===== src/capture_pkg.sv =====
package capture_pkg;

  // sample and word widths of the capture channel.
  localparam int sample_w = 16;
  localparam int word_w   = 32;

  // the strobe buffer holds eight entries. Its pointers carry one extra bit.
  localparam int fifo_depth = 8;
  localparam int fifo_aw    = 3;

  typedef logic [sample_w-1:0] sample_t;
  typedef logic [word_w-1:0]   word_t;

  // number of samples per frame, 1 to 255.
  typedef logic [7:0] frame_len_t;

  // one sample with its end-of-frame marker.
  typedef struct packed {
    logic    last;
    sample_t data;
  } sample_beat_t;

  // one packed output word with its end-of-frame marker.
  typedef struct packed {
    logic  last;
    word_t data;
  } word_beat_t;

endpackage


===== src/frame_marker.sv =====
`timescale 1ns/1ps

module frame_marker (
  input  logic                      clk,
  input  logic                      rst,
  input  logic                      sample_valid,
  input  capture_pkg::sample_t      sample,
  input  capture_pkg::frame_len_t   frame_len,
  output logic                      mark_valid,
  output capture_pkg::sample_beat_t mark_beat
);

  capture_pkg::frame_len_t count;
  capture_pkg::frame_len_t len_q;
  capture_pkg::frame_len_t eff_len;
  logic                    frame_start;
  logic                    is_last;

  // a count of zero means the next strobe opens a frame.
  assign frame_start = (count == '0);

  // the first sample of a frame compares against the length being latched.
  assign eff_len = frame_start ? frame_len : len_q;
  assign is_last = (count == (eff_len - capture_pkg::frame_len_t'(1)));

  always_ff @(posedge clk) begin
    if (rst) begin
      count      <= '0;
      len_q      <= '0;
      mark_valid <= 1'b0;
    end else begin
      mark_valid <= sample_valid;
      if (sample_valid) begin
        if (frame_start) begin
          len_q <= frame_len;
        end
        if (is_last) begin
          count <= '0;
        end else begin
          count <= count + capture_pkg::frame_len_t'(1);
        end
      end
    end
  end

  always_ff @(posedge clk) begin
    if (sample_valid) begin
      mark_beat.last <= is_last;
      mark_beat.data <= sample;
    end
  end

  // a zero length lies outside the frame range of 1 to 255.
  frame_len_nonzero_a : assert property (
    @(posedge clk) disable iff (rst)
    (sample_valid && frame_start) |-> (frame_len != '0)
  );

endmodule


===== src/strobe_rx_fifo.sv =====
`timescale 1ns/1ps

module strobe_rx_fifo (
  input  logic                      clk,
  input  logic                      rst,
  input  logic                      mark_valid,
  input  capture_pkg::sample_beat_t mark_beat,
  input  logic                      buf_ready,
  output logic                      buf_valid,
  output capture_pkg::sample_beat_t buf_beat,
  output logic                      overflow
);

  typedef logic [capture_pkg::fifo_aw:0] ptr_t;

  capture_pkg::sample_beat_t mem [capture_pkg::fifo_depth];

  ptr_t wptr;
  ptr_t rptr;
  logic empty;
  logic full;
  logic load;
  logic pop;
  logic drop;

  assign empty = (wptr == rptr);

  // full when the index bits match and the wrap bits differ.
  assign full = (wptr[capture_pkg::fifo_aw] != rptr[capture_pkg::fifo_aw]) &&
                (wptr[capture_pkg::fifo_aw-1:0] == rptr[capture_pkg::fifo_aw-1:0]);

  // the output register reloads when it is empty or being taken.
  assign load = buf_ready || !buf_valid;
  assign pop  = load && !empty;

  // a write into a full buffer that is not being read replaces the oldest
  // entry. The read pointer steps past it so the order stays intact.
  assign drop = mark_valid && full && !pop;

  always_ff @(posedge clk) begin
    if (rst) begin
      wptr      <= '0;
      rptr      <= '0;
      buf_valid <= 1'b0;
      overflow  <= 1'b0;
    end else begin
      if (mark_valid) begin
        wptr <= wptr + ptr_t'(1);
      end
      if (pop || drop) begin
        rptr <= rptr + ptr_t'(1);
      end
      if (load) begin
        buf_valid <= !empty;
      end
      // sticky until reset.
      if (drop) begin
        overflow <= 1'b1;
      end
    end
  end

  always_ff @(posedge clk) begin
    if (mark_valid) begin
      mem[wptr[capture_pkg::fifo_aw-1:0]] <= mark_beat;
    end
    if (pop) begin
      buf_beat <= mem[rptr[capture_pkg::fifo_aw-1:0]];
    end
  end

  // a stalled beat must not change under the packer.
  buf_hold_a : assert property (
    @(posedge clk) disable iff (rst)
    (buf_valid && !buf_ready) |=> (buf_valid && $stable(buf_beat))
  );

  buf_reset_a : assert property (
    @(posedge clk)
    rst |=> !buf_valid
  );

endmodule


===== src/sample_packer.sv =====
`timescale 1ns/1ps

module sample_packer (
  input  logic                      clk,
  input  logic                      rst,
  input  logic                      buf_valid,
  input  capture_pkg::sample_beat_t buf_beat,
  input  logic                      out_ready,
  output logic                      buf_ready,
  output logic                      out_valid,
  output capture_pkg::word_beat_t   out_beat
);

  typedef enum logic {
    hold_empty,
    hold_full
  } hold_state_t;

  hold_state_t          state;
  capture_pkg::sample_t hold_data;
  capture_pkg::word_t   word_next;
  logic                 out_free;
  logic                 take;
  logic                 to_hold;
  logic                 to_word;

  // the output register can accept a new word this cycle.
  assign out_free = !out_valid || out_ready;

  // a sample parked in the low half never needs the output register. Any
  // sample that closes a word does.
  assign buf_ready = out_free || ((state == hold_empty) && !buf_beat.last);

  assign take    = buf_valid && buf_ready;
  assign to_hold = take && (state == hold_empty) && !buf_beat.last;
  assign to_word = take && !to_hold;

  // earlier sample in the low half. A lone last sample gets a zero high half.
  always_comb begin
    if (state == hold_full) begin
      word_next = {buf_beat.data, hold_data};
    end else begin
      word_next = {capture_pkg::sample_t'(0), buf_beat.data};
    end
  end

  always_ff @(posedge clk) begin
    if (rst) begin
      state     <= hold_empty;
      out_valid <= 1'b0;
    end else begin
      if (to_word) begin
        out_valid <= 1'b1;
      end else if (out_ready) begin
        out_valid <= 1'b0;
      end
      if (to_hold) begin
        state <= hold_full;
      end else if (to_word) begin
        state <= hold_empty;
      end
    end
  end

  always_ff @(posedge clk) begin
    if (to_hold) begin
      hold_data <= buf_beat.data;
    end
    if (to_word) begin
      out_beat.last <= buf_beat.last;
      out_beat.data <= word_next;
    end
  end

  out_hold_a : assert property (
    @(posedge clk) disable iff (rst)
    (out_valid && !out_ready) |=> (out_valid && $stable(out_beat))
  );

endmodule


===== src/capture_top.sv =====
`timescale 1ns/1ps

module capture_top (
  input  logic                    clk,
  input  logic                    rst,
  input  logic                    sample_valid,
  input  capture_pkg::sample_t    sample,
  input  capture_pkg::frame_len_t frame_len,
  input  logic                    out_ready,
  output logic                    out_valid,
  output capture_pkg::word_beat_t out_beat,
  output logic                    overflow
);

  logic                      mark_valid;
  capture_pkg::sample_beat_t mark_beat;
  logic                      buf_valid;
  logic                      buf_ready;
  capture_pkg::sample_beat_t buf_beat;

  frame_marker u_frame_marker (
    .clk          (clk),
    .rst          (rst),
    .sample_valid (sample_valid),
    .sample       (sample),
    .frame_len    (frame_len),
    .mark_valid   (mark_valid),
    .mark_beat    (mark_beat)
  );

  // no back-pressure reaches the source. Overruns show up on overflow.
  strobe_rx_fifo u_strobe_rx_fifo (
    .clk        (clk),
    .rst        (rst),
    .mark_valid (mark_valid),
    .mark_beat  (mark_beat),
    .buf_ready  (buf_ready),
    .buf_valid  (buf_valid),
    .buf_beat   (buf_beat),
    .overflow   (overflow)
  );

  sample_packer u_sample_packer (
    .clk       (clk),
    .rst       (rst),
    .buf_valid (buf_valid),
    .buf_beat  (buf_beat),
    .out_ready (out_ready),
    .buf_ready (buf_ready),
    .out_valid (out_valid),
    .out_beat  (out_beat)
  );

endmodule


===== config.mk =====
export PLATFORM = sky130hd
export DESIGN_NAME = capture_top
export DESIGN_NICKNAME = d
export VERILOG_FILES = /design/src/capture_pkg.sv /design/src/frame_marker.sv /design/src/strobe_rx_fifo.sv /design/src/sample_packer.sv /design/src/capture_top.sv
export SDC_FILE = /design/constraint.sdc
export NUM_CORES = 1
export LEC_CHECK = 0
export BUFFER_PORTS_ARGS = -buffer_cell sky130_fd_sc_hd__buf_2
export CORE_MARGIN = 2
export CORE_UTILIZATION = 55
export CTS_CLUSTER_DIAMETER = 80
export DETAILED_ROUTE_END_ITERATION = 8
export GPL_ROUTABILITY_DRIVEN = 0
export PLACE_DENSITY = 0.73
export SLEW_MARGIN = 20
export SYNTH_ARGS = -nofsm -noshare
export SYNTH_HDL_FRONTEND = slang
export SYNTH_SLANG_ARGS = --single-unit

===== constraint.sdc =====
create_clock -name clk -period 4.6 [get_ports clk]
set_input_delay 0.23 -clock clk [delete_from_list [all_inputs] [get_ports clk]]
set_output_delay 0.23 -clock clk [all_outputs]
set_load 0.01 [all_outputs]

# Word level (Yosys, flattened, before mapping)
# Memories as Yosys holds them, arrays and structs flattened. A register that Yosys moved wholly into a read port is not among the register bits.
# Cells that the tools add are included.
[word_totals] reg_bits=95 latchBits=0 ramBits=136 mem_bits_ro=0 out_inout_bits=35 elab_cells=56 n_memories=1
[op_classes] add_sub_neg=4 multipliers=0 div_mod_pow=0 magnitude_cmp=0 eq_ne=4 shift=0 n_mux=9 bitwise=1 reduce_logical=22
[mem_list] name="u_strobe_rx_fifo.mem" words=8 width=17 rd=1 rd_ports_with_merged_regs=1 write_ports=1 line_no="strobe_rx_fifo.sv:16" text="capture_pkg::sample_beat_t mem [capture_pkg::fifo_depth];"
[op_table] cell="$mux W16" count=1
[op_table] cell="$mux W8" count=2
[op_table] cell="$logic_and A1 B1 Y1" count=9
[op_table] cell="$add A4 B1 Y4 const B" count=2
[op_table] cell="$add A8 B1 Y8 const B" count=1
[op_table] cell="$eq A8 B8 Y1" count=1
[op_table] cell="$logic_not A8 Y1" count=1
[op_table] cell="$sub A8 B1 Y8 const B" count=1
[op_table] cell="$logic_not A1 Y1" count=6
[op_table] cell="$mux W1" count=6
[op_table] cell="$eq A4 B4 Y1" count=1
[op_table] cell="$logic_or A1 B1 Y1" count=4
[op_table] cell="$reduce_bool A2 Y1" count=2
[op_table] cell="$eq A3 B3 Y1" count=1
[op_table] cell="$ne A1 B1 Y1" count=1
[op_table] cell="$not A1 Y1" count=1

# Depth between registers and ports, before layout
[logic_depth] word_depth=10 mapped_depth=15 ltp_nobuf=12

# Cells and area by module
# A second synthesis with hierarchy kept.
[hier_totals] cells_unflattened=537 area_unflattened_um2=9794.4
[by_module_without_submodules] module="strobe_rx_fifo" instances=1 cells_per_inst=279 area_per_inst_um2=6147.1
[by_module_without_submodules] module="sample_packer" instances=1 cells_per_inst=98 area_per_inst_um2=1941.9
[by_module_without_submodules] module="frame_marker" instances=1 cells_per_inst=160 area_per_inst_um2=1705.4

# Worst setup path before layout
# No wires, ideal clock.
[synth_path] path_kind="reg-to-reg" startpoint="register u_frame_marker.count[0]" endpoint="register, netlist name u_frame_marker.mark_beat[16]" arrival_ns=3.155 required_time_ns=4.431 slack_ns=1.276 path_stages_with_launch=15 path_buffers=3 period_less_slack_ns=3.324 path_cell_list="dfxtp_1 > clkbuf_1 > inv_1 > ha_1 > nor3b_2 > and2_4 > buf_8 > mux2i_2 > ha_1 > clkbuf_1 > nand2_1 > o41ai_1 > a21oi_1 > or4b_1 > nor4b_2"
[synth_via] elab_chain_cells=4
[synth_lines] element="start: declaration" line_no="frame_marker.sv:13" text="capture_pkg::frame_len_t count;"
[synth_lines] element="start signal: assignment" line_no="frame_marker.sv:40" text="count <= count + capture_pkg::frame_len_t'(1);"
[synth_lines] element="$logic_not A8 Y1" line_no="frame_marker.sv:20" text="assign frame_start = (count == '0);"
[synth_lines] element="$mux W8" line_no="frame_marker.sv:23" text="assign eff_len = frame_start ? frame_len : len_q;"
[synth_lines] element="$sub A8 B1 Y8" line_no="frame_marker.sv:24" text="assign is_last = (count == (eff_len - capture_pkg::frame_len_t'(1)));"
[synth_lines] element="$eq A8 B8 Y1 *" line_no="frame_marker.sv:24"
[synth_lines] element="net u_frame_marker.is_last" line_no="frame_marker.sv:17" text="logic is_last;"
# Mark *: on every way through the listed nets, which the timed path passes. The rest lies on a longest branch.
# A chain may end at the register's enable or synchronous reset.

# Final worst setup path
[layout_path] startpoint="register u_frame_marker.count[0]" endpoint="register u_frame_marker.count[0]"
[layout_via] elab_chain_cells=5 word_cells_on_any_way=6
[layout_lines] element="$logic_not A8 Y1" line_no="frame_marker.sv:20"
[layout_lines] element="$mux W8" line_no="frame_marker.sv:23"
[layout_lines] element="$sub A8 B1 Y8" line_no="frame_marker.sv:24"
[layout_lines] element="$eq A8 B8 Y1" line_no="frame_marker.sv:24"
[layout_lines] element="$mux W8 *" line_no="frame_marker.sv:37" text="if (is_last) begin"
# Mark *: on every way between the ends. The rest lies on a longest branch, timed or not.

==> impl_metrics.env <==
export IMPL_route_detailed_drc=0
export IMPL_synthArstFlopShare_pct=0
export IMPL_initial_utilization_pct=56.1
export IMPL_fillers=1197
export IMPL_cpPeakStageDelay_ps=640
export IMPL_io_pins=63
export IMPL_die_y_um=137
export IMPL_grt_max_degree=39
export IMPL_start_kind="flip-flop"
export IMPL_vias=4850
export IMPL_intPower_uw=4330
export IMPL_required_ps=4990
export IMPL_crit_slowest_cell="a2111oi_2"
export IMPL_min_period_over_period_pct=78.2
export IMPL_root_buffer="clkbuf_16"
export IMPL_cp_cell_sequence="inv_1 -> ha_1 -> nor3b_2 -> and2_4 -> mux2i_2 -> ha_1 -> nand3b_1 -> nand3b_1 -> a2111oi_2 -> nor4b_1 -> o41ai_1"
export IMPL_synth_mux_area_share_pct=12.5
export IMPL_synth_compound_area_share_pct=2.24
export IMPL_numCtsBuffers=24
export IMPL_yosys_warnings=0
export IMPL_rrSetupSlack_ps=1000
export IMPL_dieArea_mm2=0.0187
export IMPL_fin_crit_ps=3600
export IMPL_crit_type="flip-flop to flip-flop"
export IMPL_cap_violations=0
export IMPL_dp_hpwl_um=9960
export IMPL_grt_pass1_vias=4819
export IMPL_p_clk_share_pct=32.1
export IMPL_coreArea_mm2=0.0173
export IMPL_synthXorXnorAreaFrac_pct=2.33
export IMPL_clockBufferDepth=3
export IMPL_multiInputGateArea_mm2=0.00246
export IMPL_clock_latency_ps=520
export IMPL_drt_antenna_violating_nets=0
export IMPL_skew_ps=11.3
export IMPL_path_clk_slew_ps=60
export IMPL_max_freq_mhz=278
export IMPL_synth_edf_count=219
export IMPL_cts_setup_buffers=0
export IMPL_p_sw_share_pct=24.5
export IMPL_drive_gt1_share_pct=29.5
export IMPL_synth_top_family_by_area="multiplexers"
export IMPL_overflow=0
export IMPL_syn_cell_area_mm2=0.00971
export IMPL_finalWirelength_um=16400
export IMPL_post_route_util_pct=64.7
export IMPL_rr_worst_depth=11
export IMPL_syn_num_nets=575
export IMPL_ir_drop_mv=0.277
export IMPL_portBuffers=62
export IMPL_outcome="finished clean"
export IMPL_ys_types=49
export IMPL_rows=48
export IMPL_antennaDiodeCount=0
export IMPL_antenna_found_initial=0
export IMPL_relSlewSlack_pct=25.2
export IMPL_hold_violations=0
export IMPL_tns_ps=0
export IMPL_cts_sinks=248
export IMPL_wl_per_cell_um=18.9
export IMPL_worst_slew_pin_transition_ps=1120
export IMPL_ys_ff_latch=248
export IMPL_syn2layout_area_growth_pct=15.3
export IMPL_synth_simple_gate_area_share_pct=7.15
export IMPL_finalMaxSlewViolations=0
export IMPL_grt_pass1_wl_um=25400
export IMPL_rsz0062_at_grt="no"
export IMPL_ys_flop_type="edfxtp_1"
export IMPL_crit_path_start="u_frame_marker.count[0]"
export IMPL_firstDrtPassIters=5
export IMPL_drt_iter0_markers=400
export IMPL_grt_usage_pct=18.1
export IMPL_regToRegEndpoint="u_frame_marker.count[0]"
export IMPL_p_leak_uw=0.00374
export IMPL_die_x_um=137
export IMPL_synth_adder_area_share_pct=0.644
export IMPL_regArea_mm2=0.00716
export IMPL_arrival_ps=3990
export IMPL_tritoncts="built"
export IMPL_vias_per_cell=5.58
export IMPL_setup_violations=0
export IMPL_reg2reg_from="u_frame_marker.count[0]"
export IMPL_netSwitchingPower_uw=1410
export IMPL_power_density_mw_per_mm2=513
export IMPL_crit_fanout=13
export IMPL_nNetsFinal=659
export IMPL_synth_seq_area_share_pct=73.7
export IMPL_power_frac_seq_pct=52.1
export IMPL_netlist_instances=542
export IMPL_htreeDepth=1
export IMPL_setup_worst_path_end="u_frame_marker.count[0]"
export IMPL_min_path_type="primary input to flip-flop"
export IMPL_cp_end_kind="flip-flop"
export IMPL_avgSynthCellArea_um2=17.9
export IMPL_comb_power_share_pct=15.9
==> layout by cell type (no fill, tap or decap), types with 3 or more instances in the layout <==
| cell type | count |
|---|---|
| nor2_1 | 24 |
| xnor2_1 | 9 |
| clkbuf_1 | 5 |
| ha_1 | 5 |
| mux2_2 | 34 |
| mux2i_1 | 5 |
| and2_1 | 17 |
| dfxtp_1 | 28 |
| dlygate4sd3_1 | 16 |
| o21ai_0 | 6 |
| nand3_1 | 8 |
| nand4_1 | 5 |
| xor2_1 | 15 |
| buf_2 | 62 |
| nor3_1 | 10 |
| nor2_2 | 4 |
| a21oi_1 | 11 |
| edfxtp_1 | 219 |
| clkinv_2 | 5 |
| buf_4 | 6 |
| nand2_1 | 25 |
| inv_1 | 6 |
| nand2b_1 | 8 |
| mux4_2 | 34 |
| a211oi_1 | 3 |
| clkbuf_16 | 24 |
| and3_1 | 5 |
| clkinv_1 | 3 |
==> layout make-up <==
class | instances | share of cell area (%)
Clock buffer | 31 | 5.78
Clock inverter | 13 | 0.950
Inverter | 6 | 0.201
Multi-Input combinational cell | 262 | 22.0
Sequential cell | 248 | 64.0
Tap cell | 225 | 2.52
Timing Repair Buffer | 84 | 4.61
==> sequential cells by signal, summed over array words and instances (netlist names), 4 cells and up <==
register,flops
u_frame_marker.len_q,8
u_frame_marker.mark_beat,17
u_sample_packer.hold_data,16
u_sample_packer.out_beat,33
u_frame_marker.count,8
u_strobe_rx_fifo.buf_beat,17
u_strobe_rx_fifo.mem,136
u_strobe_rx_fifo.rptr,4
u_strobe_rx_fifo.wptr,4
==> per-layer routing <==
| layer | routed length, µm | global-route usage, % | vias up | share of wire [%] |
|---|---|---|---|---|
| li1 | - | - | 2274 | - |
| met1 | 6890 | 24.3 | 2380 | 42 |
| met2 | 8150 | 30.7 | 162 | 50 |
| met3 | 1010 | 2.70 | 34 | 6.1 |
| met4 | 403 | 6.07 | 0 | 2.5 |
| met5 | 0 | 0 | - | 0 |
==> how the worst min path moves through the flow <==
stage	from	endpoint	slack, ps	cells after the start
2_1_floorplan	rst	u_frame_marker.mark_valid	310	1
3_3_place_gp	sample[4]	u_frame_marker.mark_beat[4]	410	1
3_5_place_dp	sample[3]	u_frame_marker.mark_beat[3]	410	1
4_1_cts	frame_len[7]	u_frame_marker.len_q[7]	0.4	3
5_1_grt	frame_len[4]	u_frame_marker.len_q[4]	20	3
6_report	frame_len[7]	u_frame_marker.len_q[7]	20	3
==> cells by family after synthesis <==
kind of cell    Yosys count
fa+ha+maj                 5
buf+inv                  32
mux                      74
simple gates            126
flops                   248
compound gates           32
xor+xnor                 25
==> power by group through the flow <==
stage                     clock network [µW]  logic (µW)  registers, µW
after global placement                     0         876           3020
after global routing                    1960        1000           3030
final                                   1840         912           2990
after detailed placement                   0         893           3040
after floorplan                            0         694           2970
after CTS                               1870         915           3000
==> synth_stat cells (2+ instances only) <==
cell / n / share of area (%)
ha_1: 5 / 0.64
dfxtp_1: 29 / 6.0
o41ai_1: 2 / 0.18
nor3_1: 12 / 0.62
a21boi_0: 2 / 0.15
buf_1: 5 / 0.19
a21oi_1: 11 / 0.57
nand4b_1: 2 / 0.18
and3_1: 5 / 0.32
clkbuf_1: 18 / 0.70
and2_1: 17 / 1.1
mux2i_1: 5 / 0.52
nand2b_1: 8 / 0.52
o21ai_0: 6 / 0.31
xor2_1: 15 / 1.4
nor3b_1: 2 / 0.15
nand2_1: 25 / 0.97
mux2_2: 34 / 3.9
nor2_1: 30 / 1.2
a211oi_1: 3 / 0.23
inv_1: 6 / 0.23
nor2b_1: 2 / 0.13
nand3_1: 8 / 0.41
nand3b_1: 2 / 0.15
edfxtp_1: 219 / 68
mux4_2: 34 / 7.9
nand4_1: 5 / 0.32
xnor2_1: 9 / 0.81
==> timing repair <==
action	CTS	global route
hold endpoints to repair	16	0
gates resized for setup	0	0
hold buffers	16	0
==> worst max-delay path, delay by kind of cell (launching register included) <==
kind | cells | cell delay (ps)
mux | 1 | 350
buf+inv | 1 | 90
compound gates | 2 | 960
flops | 1 | 410
simple gates | 5 | 1170
fa+ha+maj | 2 | 510
==> metrics by stage <==
step	std cells	worst slack, ps	cell area [µm²]	hold slack, ps	power [µW]
after detailed placement	809	1020	10300	408	3930
after CTS	869	1000	11200	0.357	5780
after global routing	869	725	11200	17.3	5990
final	869	1000	11200	16.1	5740
after global placement	809	1300	10300	407	3890
after floorplan	542	1280	9710	308	3660
(Power assumes the default switching activity.)
